## config.mk

```make
export PLATFORM = sky130hd
export DESIGN_NAME = adc_capture_top
export DESIGN_NICKNAME = d
export VERILOG_FILES = /design/src/logic/capture_pkg.sv /design/src/logic/capture_ctrl.sv /design/src/logic/sample_counters.sv /design/src/logic/word_router.sv /design/src/logic/chirp_source_mux.sv /design/src/logic/capture_fifo.sv /design/src/logic/adc_capture_top.sv
export SDC_FILE = /design/constraint.sdc
export NUM_CORES = 1
export LEC_CHECK = 0
export ABC_AREA = 1
export BUFFER_PORTS_ARGS = -buffer_cell sky130_fd_sc_hd__buf_4
export CORE_UTILIZATION = 45
export CTS_CLUSTER_DIAMETER = 120
export CTS_CLUSTER_SIZE = 14
export DETAILED_ROUTE_END_ITERATION = 8
export SYNTH_ARGS = -nofsm -noshare
export SYNTH_HDL_FRONTEND = slang
export SYNTH_SLANG_ARGS = --single-unit
```

## constraint.sdc

```tcl
create_clock -name clk_245_76MHz -period 5.04 [get_ports clk_245_76MHz]
set_clock_uncertainty 0.1 [all_clocks]
set_input_delay 1.008 -clock clk_245_76MHz [delete_from_list [all_inputs] [get_ports clk_245_76MHz]]
set_output_delay 1.008 -clock clk_245_76MHz [all_outputs]
set_load 0.02 [all_outputs]
```

## src/logic/capture_pkg.sv

```systemverilog
/*
  shared sizes and encodings for the sample capture core
  all widths are fixed here, the modules carry no parameters
  single clock domain, clk_245_76MHz
*/

package capture_pkg;

  ////////////////////
  // data widths
  ////////////////////

  // one I or Q sample
  localparam int SAMPLE_W = 16;
  // packed I over Q
  localparam int LANE_W = 32;
  // upper lane over lower lane
  localparam int WORD_W = 64;
  localparam int CTRL_W = 32;

  ////////////////////
  // timing and sizes
  ////////////////////

  // capture hold-off after init or enable fall
  localparam int DDS_LATENCY = 2;
  localparam int LAT_W = 4;

  localparam int FIFO_DEPTH = 16;
  localparam int FIFO_AW = 4;

  // credits after reset, equals consumer buffer depth
  localparam int CREDIT_MAX = 4;
  // must hold CREDIT_MAX plus one stray return
  localparam int CREDIT_W = 3;

  ////////////////////
  // encodings
  ////////////////////

  // lane route select, control word bits 1:0 and 5:4
  typedef enum logic [1:0] {
    ROUTE_ADC_IQ   = 2'd0,
    ROUTE_DAC_IQ   = 2'd1,
    ROUTE_ADC_CNT  = 2'd2,
    ROUTE_GLBL_CNT = 2'd3
  } route_e;

  // chirp source, waveform player only when bits 9:8 are both set
  typedef enum logic {
    SRC_DDS  = 1'b0,
    SRC_WFRM = 1'b1
  } source_e;

  typedef enum logic [1:0] {
    FRAME_IDLE = 2'd0,
    FRAME_HOLD = 2'd1,
    FRAME_RUN  = 2'd2
  } frame_e;

endpackage

```

## src/logic/capture_ctrl.sv

```systemverilog
/*
  capture enable with DDS latency hold-off
  adc_enable_i is taken as synchronous to clk_245_76MHz
  frame_head_o lags its condition by one cycle, frame_tail_o does not
*/

`timescale 1ns/1ns

module capture_ctrl import capture_pkg::*; (
  input  logic clk_245_76MHz,
  input  logic cpu_reset,
  input  logic adc_enable_i,
  input  logic chirp_init_i,
  output logic capture_run_o,
  output logic frame_head_o,
  output logic frame_tail_o
);

  logic             en_r;
  logic             en_rr;
  logic [LAT_W-1:0] lat_cnt;
  logic             head_r;
  logic             head_cond;
  logic             tail_cond;
  logic             enable_fall;
  frame_e           frame_state;

  ////////////////////
  // frame state
  ////////////////////

  // hold while the DDS settles, otherwise en_rr tells run from idle
  always_comb begin
    if (lat_cnt != '0) begin
      frame_state = FRAME_HOLD;
    end else if (en_rr) begin
      frame_state = FRAME_RUN;
    end else begin
      frame_state = FRAME_IDLE;
    end
  end

  assign enable_fall = en_r & ~adc_enable_i;

  // idle with enable seen, capture opens next cycle
  assign head_cond = (frame_state == FRAME_IDLE) & en_r;
  // running with enable gone, last slot of the frame
  assign tail_cond = (frame_state == FRAME_RUN) & ~en_r;

  ////////////////////
  // registers
  ////////////////////

  always_ff @(posedge clk_245_76MHz) begin
    if (cpu_reset) begin
      en_r    <= 1'b0;
      en_rr   <= 1'b0;
      lat_cnt <= '0;
      head_r  <= 1'b0;
    end else begin
      en_r <= adc_enable_i;
      // en_rr frozen during hold-off
      if (frame_state != FRAME_HOLD) begin
        en_rr <= en_r;
      end
      // init wins over the enable fall, same load value anyway
      if (chirp_init_i || enable_fall) begin
        lat_cnt <= LAT_W'(DDS_LATENCY);
      end else if (lat_cnt != '0) begin
        lat_cnt <= lat_cnt - 1'b1;
      end
      head_r <= head_cond;
    end
  end

  assign capture_run_o = en_rr;
  assign frame_head_o  = head_r;
  assign frame_tail_o  = tail_cond;

  // head is a cycle late, so a tail right after it would mean a one-slot frame
  a_head_tail_excl: assert property (
    @(posedge clk_245_76MHz) disable iff (cpu_reset)
    !(frame_head_o && frame_tail_o)
  );

endmodule

```

## src/logic/sample_counters.sv

```systemverilog
/*
  sample counter and free-running global counter
  both wrap silently at 2^32
*/

`timescale 1ns/1ns

module sample_counters import capture_pkg::*; (
  input  logic              clk_245_76MHz,
  input  logic              cpu_reset,
  input  logic              wr_en_i,
  output logic [LANE_W-1:0] adc_count_o,
  output logic [LANE_W-1:0] glbl_count_o
);

  logic [LANE_W-1:0] adc_cnt;
  logic [LANE_W-1:0] glbl_cnt;

  // one step per written slot, head and tail included
  always_ff @(posedge clk_245_76MHz) begin
    if (cpu_reset) begin
      adc_cnt <= '0;
    end else if (wr_en_i) begin
      adc_cnt <= adc_cnt + 1'b1;
    end
  end

  // cycle count since reset
  always_ff @(posedge clk_245_76MHz) begin
    if (cpu_reset) begin
      glbl_cnt <= '0;
    end else begin
      glbl_cnt <= glbl_cnt + 1'b1;
    end
  end

  assign adc_count_o  = adc_cnt;
  assign glbl_count_o = glbl_cnt;

endmodule

```

## src/logic/word_router.sv

```systemverilog
/*
  lane routing and frame word insertion
  route selects take effect one cycle after the control word
  the FIFO write itself is combinational
*/

`timescale 1ns/1ns

module word_router import capture_pkg::*; (
  input  logic                clk_245_76MHz,
  input  logic                cpu_reset,
  input  logic [CTRL_W-1:0]   chirp_control_word_i,
  input  logic                capture_run_i,
  input  logic                frame_head_i,
  input  logic                frame_tail_i,
  input  logic                adc_valid_i,
  input  logic [SAMPLE_W-1:0] adc_i_i,
  input  logic [SAMPLE_W-1:0] adc_q_i,
  input  logic [SAMPLE_W-1:0] dac_i_i,
  input  logic [SAMPLE_W-1:0] dac_q_i,
  input  logic [LANE_W-1:0]   adc_count_i,
  input  logic [LANE_W-1:0]   glbl_count_i,
  output logic                wr_en_o,
  output logic [WORD_W-1:0]   wr_data_o
);

  route_e            route_l_r;
  route_e            route_u_r;
  logic [LANE_W-1:0] adc_iq;
  logic [LANE_W-1:0] dac_iq;
  logic [LANE_W-1:0] lane_l;
  logic [LANE_W-1:0] lane_u;

  // I in the high half
  assign adc_iq = {adc_i_i, adc_q_i};
  assign dac_iq = {dac_i_i, dac_q_i};

  always_ff @(posedge clk_245_76MHz) begin
    if (cpu_reset) begin
      route_l_r <= ROUTE_ADC_IQ;
      route_u_r <= ROUTE_ADC_IQ;
    end else begin
      route_l_r <= route_e'(chirp_control_word_i[1:0]);
      route_u_r <= route_e'(chirp_control_word_i[5:4]);
    end
  end

  ////////////////////
  // lane muxes
  ////////////////////

  always_comb begin
    case (route_l_r)
      ROUTE_ADC_IQ:  lane_l = adc_iq;
      ROUTE_DAC_IQ:  lane_l = dac_iq;
      ROUTE_ADC_CNT: lane_l = adc_count_i;
      default:       lane_l = glbl_count_i;
    endcase
  end

  always_comb begin
    case (route_u_r)
      ROUTE_ADC_IQ:  lane_u = adc_iq;
      ROUTE_DAC_IQ:  lane_u = dac_iq;
      ROUTE_ADC_CNT: lane_u = adc_count_i;
      default:       lane_u = glbl_count_i;
    endcase
  end

  assign wr_en_o = capture_run_i & adc_valid_i;

  // head and tail slots carry the counters in place of samples
  assign wr_data_o = (frame_head_i | frame_tail_i) ? {glbl_count_i, adc_count_i}
                                                   : {lane_u, lane_l};

endmodule

```

## src/logic/chirp_source_mux.sv

```systemverilog
/*
  chirp control steering between DDS and waveform player
  source select registered from control word bits 9:8
  the unselected source sees init and enable held low
*/

`timescale 1ns/1ns

module chirp_source_mux import capture_pkg::*; (
  input  logic              clk_245_76MHz,
  input  logic              cpu_reset,
  input  logic [CTRL_W-1:0] chirp_control_word_i,
  input  logic              chirp_init_i,
  input  logic              chirp_enable_i,
  input  logic              dds_ready_i,
  input  logic              dds_done_i,
  input  logic              dds_active_i,
  input  logic              wfrm_ready_i,
  input  logic              wfrm_done_i,
  input  logic              wfrm_active_i,
  output logic              dds_init_o,
  output logic              dds_enable_o,
  output logic              wfrm_init_o,
  output logic              wfrm_enable_o,
  output logic              chirp_ready_o,
  output logic              chirp_done_o,
  output logic              chirp_active_o
);

  source_e src_r;
  logic    wfrm_sel;

  always_ff @(posedge clk_245_76MHz) begin
    if (cpu_reset) begin
      src_r <= SRC_DDS;
    end else begin
      src_r <= (&chirp_control_word_i[9:8]) ? SRC_WFRM : SRC_DDS;
    end
  end

  assign wfrm_sel = (src_r == SRC_WFRM);

  // control out
  assign dds_init_o    = ~wfrm_sel & chirp_init_i;
  assign dds_enable_o  = ~wfrm_sel & chirp_enable_i;
  assign wfrm_init_o   =  wfrm_sel & chirp_init_i;
  assign wfrm_enable_o =  wfrm_sel & chirp_enable_i;

  // status back from the chosen source
  assign chirp_ready_o  = wfrm_sel ? wfrm_ready_i  : dds_ready_i;
  assign chirp_done_o   = wfrm_sel ? wfrm_done_i   : dds_done_i;
  assign chirp_active_o = wfrm_sel ? wfrm_active_i : dds_active_i;

  a_init_onehot: assert property (
    @(posedge clk_245_76MHz) disable iff (cpu_reset)
    !(dds_init_o && wfrm_init_o)
  );

endmodule

```

## src/logic/capture_fifo.sv

```systemverilog
/*
  capture FIFO, 16 words, drained over credit flow control
  one word per out_valid_o pulse, one credit spent per word
  writes into a full FIFO are lost and set overflow_o until reset
*/

`timescale 1ns/1ns

module capture_fifo import capture_pkg::*; (
  input  logic              clk_245_76MHz,
  input  logic              cpu_reset,
  input  logic              wr_en_i,
  input  logic [WORD_W-1:0] wr_data_i,
  input  logic              credit_return_i,
  output logic              out_valid_o,
  output logic [WORD_W-1:0] out_data_o,
  output logic              overflow_o
);

  logic [WORD_W-1:0]   mem [FIFO_DEPTH];
  logic [FIFO_AW-1:0]  wr_ptr;
  logic [FIFO_AW-1:0]  rd_ptr;
  logic [FIFO_AW:0]    fill;
  logic [CREDIT_W-1:0] credits;
  logic                full;
  logic                empty;
  logic                do_wr;
  logic                do_rd;
  logic                out_valid_r;
  logic                overflow_r;

  assign full  = (fill == (FIFO_AW+1)'(FIFO_DEPTH));
  assign empty = (fill == '0);
  assign do_wr = wr_en_i & ~full;
  // pop only with a credit in hand
  assign do_rd = ~empty & (credits != '0);

  ////////////////////
  // storage
  ////////////////////

  always_ff @(posedge clk_245_76MHz) begin
    if (do_wr) begin
      mem[wr_ptr] <= wr_data_i;
    end
    // data lands with out_valid_o one cycle after the pop
    if (do_rd) begin
      out_data_o <= mem[rd_ptr];
    end
  end

  ////////////////////
  // pointers, credits
  ////////////////////

  always_ff @(posedge clk_245_76MHz) begin
    if (cpu_reset) begin
      wr_ptr      <= '0;
      rd_ptr      <= '0;
      fill        <= '0;
      credits     <= CREDIT_W'(CREDIT_MAX);
      out_valid_r <= 1'b0;
      overflow_r  <= 1'b0;
    end else begin
      if (do_wr) begin
        wr_ptr <= wr_ptr + 1'b1;
      end
      if (do_rd) begin
        rd_ptr <= rd_ptr + 1'b1;
      end
      fill        <= fill + do_wr - do_rd;
      // spend on pop, earn on each returned pulse
      credits     <= credits - do_rd + credit_return_i;
      out_valid_r <= do_rd;
      // sticky
      if (wr_en_i && full) begin
        overflow_r <= 1'b1;
      end
    end
  end

  assign out_valid_o = out_valid_r;
  assign overflow_o  = overflow_r;

  // consumer must not hand back more than it was given
  a_credit_max: assert property (
    @(posedge clk_245_76MHz) disable iff (cpu_reset)
    credits <= CREDIT_W'(CREDIT_MAX)
  );

  a_no_send_without_credit: assert property (
    @(posedge clk_245_76MHz) disable iff (cpu_reset)
    out_valid_o |-> $past(credits) != '0
  );

endmodule

```

## src/logic/adc_capture_top.sv

```systemverilog
/*
  radar sample capture framing core
  DDS and waveform player sit outside, only their status enters here
  output side is credit based, CREDIT_MAX credits after reset
*/

`timescale 1ns/1ns

module adc_capture_top import capture_pkg::*; (
  input  logic                clk_245_76MHz,
  input  logic                cpu_reset,
  input  logic [CTRL_W-1:0]   chirp_control_word_i,
  input  logic                chirp_init_i,
  input  logic                chirp_enable_i,
  input  logic                adc_enable_i,
  input  logic [SAMPLE_W-1:0] adc_i_i,
  input  logic [SAMPLE_W-1:0] adc_q_i,
  input  logic [SAMPLE_W-1:0] dac_i_i,
  input  logic [SAMPLE_W-1:0] dac_q_i,
  input  logic                adc_valid_i,
  input  logic                dds_ready_i,
  input  logic                dds_done_i,
  input  logic                dds_active_i,
  input  logic                wfrm_ready_i,
  input  logic                wfrm_done_i,
  input  logic                wfrm_active_i,
  input  logic                credit_return_i,
  output logic                dds_init_o,
  output logic                dds_enable_o,
  output logic                wfrm_init_o,
  output logic                wfrm_enable_o,
  output logic                chirp_ready_o,
  output logic                chirp_done_o,
  output logic                chirp_active_o,
  output logic                out_valid_o,
  output logic [WORD_W-1:0]   out_data_o,
  output logic                overflow_o
);

  logic              capture_run;
  logic              frame_head;
  logic              frame_tail;
  logic              wr_en;
  logic [WORD_W-1:0] wr_data;
  logic [LANE_W-1:0] adc_count;
  logic [LANE_W-1:0] glbl_count;

  ////////////////////
  // capture path
  ////////////////////

  capture_ctrl u_capture_ctrl (
    .clk_245_76MHz (clk_245_76MHz),
    .cpu_reset     (cpu_reset),
    .adc_enable_i  (adc_enable_i),
    .chirp_init_i  (chirp_init_i),
    .capture_run_o (capture_run),
    .frame_head_o  (frame_head),
    .frame_tail_o  (frame_tail)
  );

  // counts the same write strobe that feeds the FIFO
  sample_counters u_sample_counters (
    .clk_245_76MHz (clk_245_76MHz),
    .cpu_reset     (cpu_reset),
    .wr_en_i       (wr_en),
    .adc_count_o   (adc_count),
    .glbl_count_o  (glbl_count)
  );

  word_router u_word_router (
    .clk_245_76MHz        (clk_245_76MHz),
    .cpu_reset            (cpu_reset),
    .chirp_control_word_i (chirp_control_word_i),
    .capture_run_i        (capture_run),
    .frame_head_i         (frame_head),
    .frame_tail_i         (frame_tail),
    .adc_valid_i          (adc_valid_i),
    .adc_i_i              (adc_i_i),
    .adc_q_i              (adc_q_i),
    .dac_i_i              (dac_i_i),
    .dac_q_i              (dac_q_i),
    .adc_count_i          (adc_count),
    .glbl_count_i         (glbl_count),
    .wr_en_o              (wr_en),
    .wr_data_o            (wr_data)
  );

  capture_fifo u_capture_fifo (
    .clk_245_76MHz   (clk_245_76MHz),
    .cpu_reset       (cpu_reset),
    .wr_en_i         (wr_en),
    .wr_data_i       (wr_data),
    .credit_return_i (credit_return_i),
    .out_valid_o     (out_valid_o),
    .out_data_o      (out_data_o),
    .overflow_o      (overflow_o)
  );

  ////////////////////
  // chirp control
  ////////////////////

  chirp_source_mux u_chirp_source_mux (
    .clk_245_76MHz        (clk_245_76MHz),
    .cpu_reset            (cpu_reset),
    .chirp_control_word_i (chirp_control_word_i),
    .chirp_init_i         (chirp_init_i),
    .chirp_enable_i       (chirp_enable_i),
    .dds_ready_i          (dds_ready_i),
    .dds_done_i           (dds_done_i),
    .dds_active_i         (dds_active_i),
    .wfrm_ready_i         (wfrm_ready_i),
    .wfrm_done_i          (wfrm_done_i),
    .wfrm_active_i        (wfrm_active_i),
    .dds_init_o           (dds_init_o),
    .dds_enable_o         (dds_enable_o),
    .wfrm_init_o          (wfrm_init_o),
    .wfrm_enable_o        (wfrm_enable_o),
    .chirp_ready_o        (chirp_ready_o),
    .chirp_done_o         (chirp_done_o),
    .chirp_active_o       (chirp_active_o)
  );

endmodule

```

Yosys cells after proc, flatten, opt, wreduce, memory -nomap -nowiden
Memories as Yosys holds them, arrays and structs flattened. A register that Yosys moved wholly into a read port is not among the register bits.
Index checks and enable logic that the tools add are counted.
{ "op_classes": {"n_addsub": 9, "eq_ne": 7, "muxes": 13, "bitwise_logic": 16, "reduce_logical": 11} }
{ "ops": {"columns": ["operator", "n"], "rows": [
  ["case mux 32 bit (3 select lines)", 2],
  ["adder 32 x 1 -> 32 bit (second input constant)", 2],
  ["2-to-1 mux 64 bit", 1],
  ["bitwise AND 1 bit", 10],
  ["adder 4 x 1 -> 4 bit (second input constant)", 2],
  ["2-to-1 mux 2 bit", 4],
  ["equality test 2 bit (second input constant)", 3],
  ["zero test 2 bit", 3],
  ["2-to-1 mux 1 bit", 6],
  ["adder 5 x 1 -> 5 bit", 1],
  ["equality test 5 bit (second input constant)", 1],
  ["zero test 5 bit", 1],
  ["NOT 1 bit", 5],
  ["subtractor 5 x 1 -> 5 bit", 1],
  ["equality test 2 x 1 -> 1 bit (second input constant)", 2],
  ["nonzero test 4 bit", 1],
  ["subtractor 4 x 1 -> 4 bit (second input constant)", 1],
  ["adder 3 x 1 -> 3 bit", 1],
  ["nonzero test 3 bit", 1],
  ["subtractor 3 x 1 -> 3 bit", 1],
  ["!= test 2 x 1 -> 1 bit (second input constant)", 1],
  ["AND reduction 2 bit", 1],
  ["nonzero test 2 bit", 1],
  ["OR reduction 2 bit", 1],
  ["3 further kinds", 3]
]} }
{ "totals": {"reg_bits": 94, "ram_bits": 1024, "output_inout_bits": 73, "elab_cells": 73, "n_memories": 1} }
{ "memory_table": {"columns": ["memory", "words", "word_bits", "read_ports", "rd_clocked_by_memory_dff", "write_ports", "line_no", "source"], "rows": [
  ["u_capture_fifo.mem", 16, 64, 1, 1, 1, "capture_fifo.sv:20", "logic [WORD_W-1:0] mem [FIFO_DEPTH];"]
]} }

Logic depth before layout (Yosys ltp)
{ "depth": {"word_depth": 6, "ltp_mapped": 14} }

Modules after synthesis
Synthesis repeated with hierarchy kept, for this count alone.
{ "hier_totals": {"hier_cells": 5498, "hier_area_um2": 52804.4} }
{ "modules_own_cells": {"columns": ["module", "n_inst", "cells_per_inst", "area_per_inst_um2", "seq_area_each_um2"], "rows": [
  ["capture_fifo", 1, 4338, 46542.1, 33031.7],
  ["sample_counters", 1, 486, 3289.4, 1281.2],
  ["word_router", 1, 615, 2583.7, 80.1],
  ["capture_ctrl", 1, 37, 282.8, 140.1],
  ["chirp_source_mux", 1, 22, 106.4, 20.0]
]} }

Worst setup path before layout
OpenSTA, ideal clock, no wires.
{ "synth_path": {"kind": "input to register", "startpoint": "input port adc_valid_i", "endpoint": "memory u_capture_fifo.mem[11][0] (enable)", "setup_time_ns": 0.486, "arrival_ns": 4.251, "setup_slack_ns": 0.203, "stages": 6, "path_cell_list": "nand2_1 -> inv_1 -> nand2_1 -> inv_1 -> nand3_1 -> nor2_1"} }
{ "synth_between": {"elab_chain_len": 4} }
{ "synth_rtl": {"columns": ["element", "line_no", "source"], "rows": [
  ["start, declared", "adc_capture_top.sv:20", "input logic adc_valid_i,"],
  ["bitwise AND 1 bit", "word_router.sv:70", "assign wr_en_o = capture_run_i & adc_valid_i;"],
  ["bitwise AND 1 bit", "capture_fifo.sv:34", "assign do_wr = wr_en_i & ~full;"],
  ["via u_capture_fifo.do_wr", "capture_fifo.sv:27", "logic do_wr;"],
  ["2-to-1 mux 1 bit", "capture_fifo.sv:43", "if (do_wr) begin"],
  ["2-to-1 mux 1 bit (implied by the code)", "capture_fifo.sv:44", "mem[wr_ptr] <= wr_data_i;"],
  ["end, declared", "capture_fifo.sv:20", null]
]} }
The timed path passes the listed nets, and every way through them passes these cells.

Final worst setup path
{ "layout_path": {"startpoint": "register u_word_router.route_u_r[0]", "endpoint": "memory u_capture_fifo.mem[15][45] (data pin)"} }
{ "layout_between": {"elab_chain_len": 3} }
{ "layout_rtl": {"columns": ["element", "line_no", "source"], "rows": [
  ["start, declared", "word_router.sv:28", "route_e route_u_r;"],
  ["start signal, assigned", "word_router.sv:44", "route_u_r <= route_e'(chirp_control_word_i[5:4]);"],
  ["equality test 2 bit (tied with other cells)", "word_router.sv:62", "case (route_u_r)"],
  ["case mux 32 bit (3 select lines) *", "word_router.sv:62", null],
  ["2-to-1 mux 64 bit *", "word_router.sv:73", "assign wr_data_o = (frame_head_i | frame_tail_i) ? {glbl_count_i, adc_count_i}"],
  ["via u_capture_fifo.wr_data_i[45]", "capture_fifo.sv:13", "input logic [WORD_W-1:0] wr_data_i,"]
]} }
The timed path passes the listed nets; every way through them passes the cells marked *.

==> impl_metrics.toml <==
[grt]
grtUsageTotal_pct = 24.2
grt_pass1_vias = 30613
grt_antenna_before_repair = 3
grt.overflow.total = 0
grt_pass1_wl_um = 197000
grt_max_degree = 254

[synthesis]
synth_area_mm2 = 0.0487
synth_flop_cell = "edfxtp_1"
synth_nets = 4338
synth-async-reset-ratio_pct = 0
synth_top_area_share_pct = 67.1
synth.most_common_cell = "edfxtp_1"
synth_cell_types = 33
synth_top_area_cell = "edfxtp_1"
yosysSeqAreaShare_pct = 70.9
syn_area_per_cell_um2 = 11.6
ys_ff_latch = 1182
yosys_warnings = 0
yosys-top-cells-count = "1088 x edfxtp_1, 865 x nor2_1, 645 x o21ai_0"
synthTopCellsByArea = "edfxtp_1 67%, nor2_1 6.7%, o21ai_0 6.6%"
synth_enable_flop_cells = 1088
syn-instance-count = 4212

[clocking]
root_buffer = "clkbuf_16"
cts_buffer_depth = 3
clkSinkCount = 1182
htree_levels = 3
post_cts_buffers = 0
cts.clk_slew.worst_paths_ps = 70
cts_tree = "yes"
cts-hold-fix-buffers = 0
clkLatencyLatePin_ps = 700
cts_buffers = 94
cts.repair.resized = 0

[timing]
finalCritPeriodShare_pct = 64.7
rsz0062_at_grt = "false"
max_slew_margin_pct = 9.20
maxSlewViolCount = 0
finalSetupViolCount = 0
fmax_ghz = 0.306
tightest_slew_ps = 1350
hold_violations = 0
min_period_ps = 3260
fin_setup_tns_ps = 0

[floorplan]
pin_count = 182
dieArea_mm2 = 0.110
core-area_mm2 = 0.107
die_h_um = 331
die_w_um = 331
initial_core_util_pct = 45.4
rows = 120

[critical_path]
cp_slowest_cell = "o21ai_1"
cp.arrival_ps = 3450
path_buf_inv = 1
crit_type = "flip-flop to flip-flop"
critPathCaptureType = "flip-flop"
max_stage_delay_ps = 990
required_ps = 5230
r2r_slack_ps = 1780
crit_path_cell_trace = "inv_1 > nand2_1 > o211ai_1 > a21oi_1 > o21ai_1"
path_max_fanout = 20
cpLargestDelayFamily = "compound AO/OA/AOI/OAI gates"
critPathLaunchType = "flip-flop"

[routing]
drc_errors = 0
vias = 32850
wl_um = 134000
via_per_inst = 5.71
dr.pass1.iters = 6
drt_iter0_drc = 3786
detail_route.wl_per_cell_um = 23.3
ant_nets = 0

[placement]
globalplace.congestion = 0.924
place_hpwl_um = 74700
dpl.cell_count = 5616
io_buffers = 155

[min_path]
hold_path.class = "flip-flop to flip-flop"

[run_status]
status = "finished, final reports clean"

[cells_and_area]
area_delta_synth_final_pct = 11.7
nets = 4435
layoutNonFillerInstCount = 5756
final_util_pct = 50.8
layout-drive-gt1-share_pct = 9.53
diodes = 0

[power]
power-per-cell-area_mw_per_mm2 = 464
p_leak_nw = 17.7
vdd_drop_max_mv = 0.649

[run]
maxCapViolations = 0
[cells in the final DEF, fill, tap and decap left out, types with 9 or more instances in the layout]
cell type,netlist,routed
nand4_1,11,11
ha_1,15,15
nand3_1,210,210
nand2_1,398,398
nor3_1,14,14
dfxtp_1,94,90
buf_4,16,237
o2111ai_1,9,9
o21ai_0,645,606
nor2_4,0,16
buf_12,0,25
o211ai_1,287,287
clkbuf_16,0,94
inv_1,171,168
clkbuf_1,153,37
o21ai_2,0,12
edfxtp_1,1088,1088
nor2_1,865,845
o21ai_1,4,31
a21oi_1,114,114
[registers in the layout, indices dropped and copies added, names as in the netlist, 2 cells and up]
name                            count
u_capture_fifo.rd_ptr               4
u_capture_fifo.credits              3
u_word_router.route_l_r             2
u_sample_counters.adc_count_o      32
u_capture_ctrl.lat_cnt              4
u_sample_counters.glbl_count_o     32
u_capture_fifo.wr_ptr               4
u_capture_fifo.fill                 5
u_capture_fifo.out_data_o          64
u_capture_fifo.mem               1024
u_word_router.route_u_r             2
[tightest hold or removal path, delay by kind of cell (launching register included)]
kind	cells	cell delay (ps)
and+or+nand+nor	1	60
AOI/OAI and AO/OA	1	50
DFF	1	310
[where the power goes]
| group | internal (mW) | switching (mW) |
|---|---|---|
| sequential | 11.4 | 0.308 |
| combinational | 2.03 | 4.71 |
| clock | 3.45 | 3.35 |
[area by class of cell]
type / count / area (um^2)
fillers: 9309 / 52800
flip-flops and latches: 1182 / 34600
multi-input cells: 2596 / 12600
clock buffers: 132 / 2500
repair buffers: 262 / 2280
well taps: 1403 / 1760
inverters: 173 / 667
clock inverters: 8 / 97.6
[kinds of logic after synthesis]
group / count (synthesis) / share of synthesized area [%]
compound gates: 1063 / 12.5
xor+xnor: 5 / 0.0899
fa+ha+maj: 17 / 0.467
buf+inv: 434 / 3.67
flops: 1182 / 70.9
mux: 3 / 0.0693
simple gates: 1508 / 12.3
[worst paths after layout]
| check | from | end | cells past startpoint |
|---|---|---|---|
| setup / recovery | u_word_router.route_u_r[0]$_SDFF_PP0_ | u_capture_fifo.mem[15][45]$_DFFE_PP_ | 5 |
| hold reg to reg | u_sample_counters.glbl_count_o[31]$_SDFF_PP0_ | u_sample_counters.glbl_count_o[31]$_SDFF_PP0_ | 2 |
| hold / removal | u_sample_counters.glbl_count_o[31]$_SDFF_PP0_ | u_sample_counters.glbl_count_o[31]$_SDFF_PP0_ | 2 |
| setup reg to reg | u_word_router.route_u_r[0]$_SDFF_PP0_ | u_capture_fifo.mem[15][45]$_DFFE_PP_ | 5 |
[metrics by stage]
step                setup slack [ps]  total power, mW  hold WS [ps]  instance area, um^2
detailed placement              1230             18.7           350                51800
finish                          1780             25.3           360                54400
floorplan                        203             16.4           327                48700
CTS                             1900             25.5           360                54400
global placement                1270             18.7           341                51800
global route                    1670             26.5           390                54400
[routing by layer]
metal | vias up | track usage (%) | wire length, um
met5 | - | 0 | 0
met4 | 0 | 7.45 | 3630
met3 | 189 | 2.51 | 9500
met2 | 1264 | 38.9 | 62800
met1 | 16140 | 34.8 | 58200
li1 | 15257 | - | -
(Power assumes the default switching activity.)
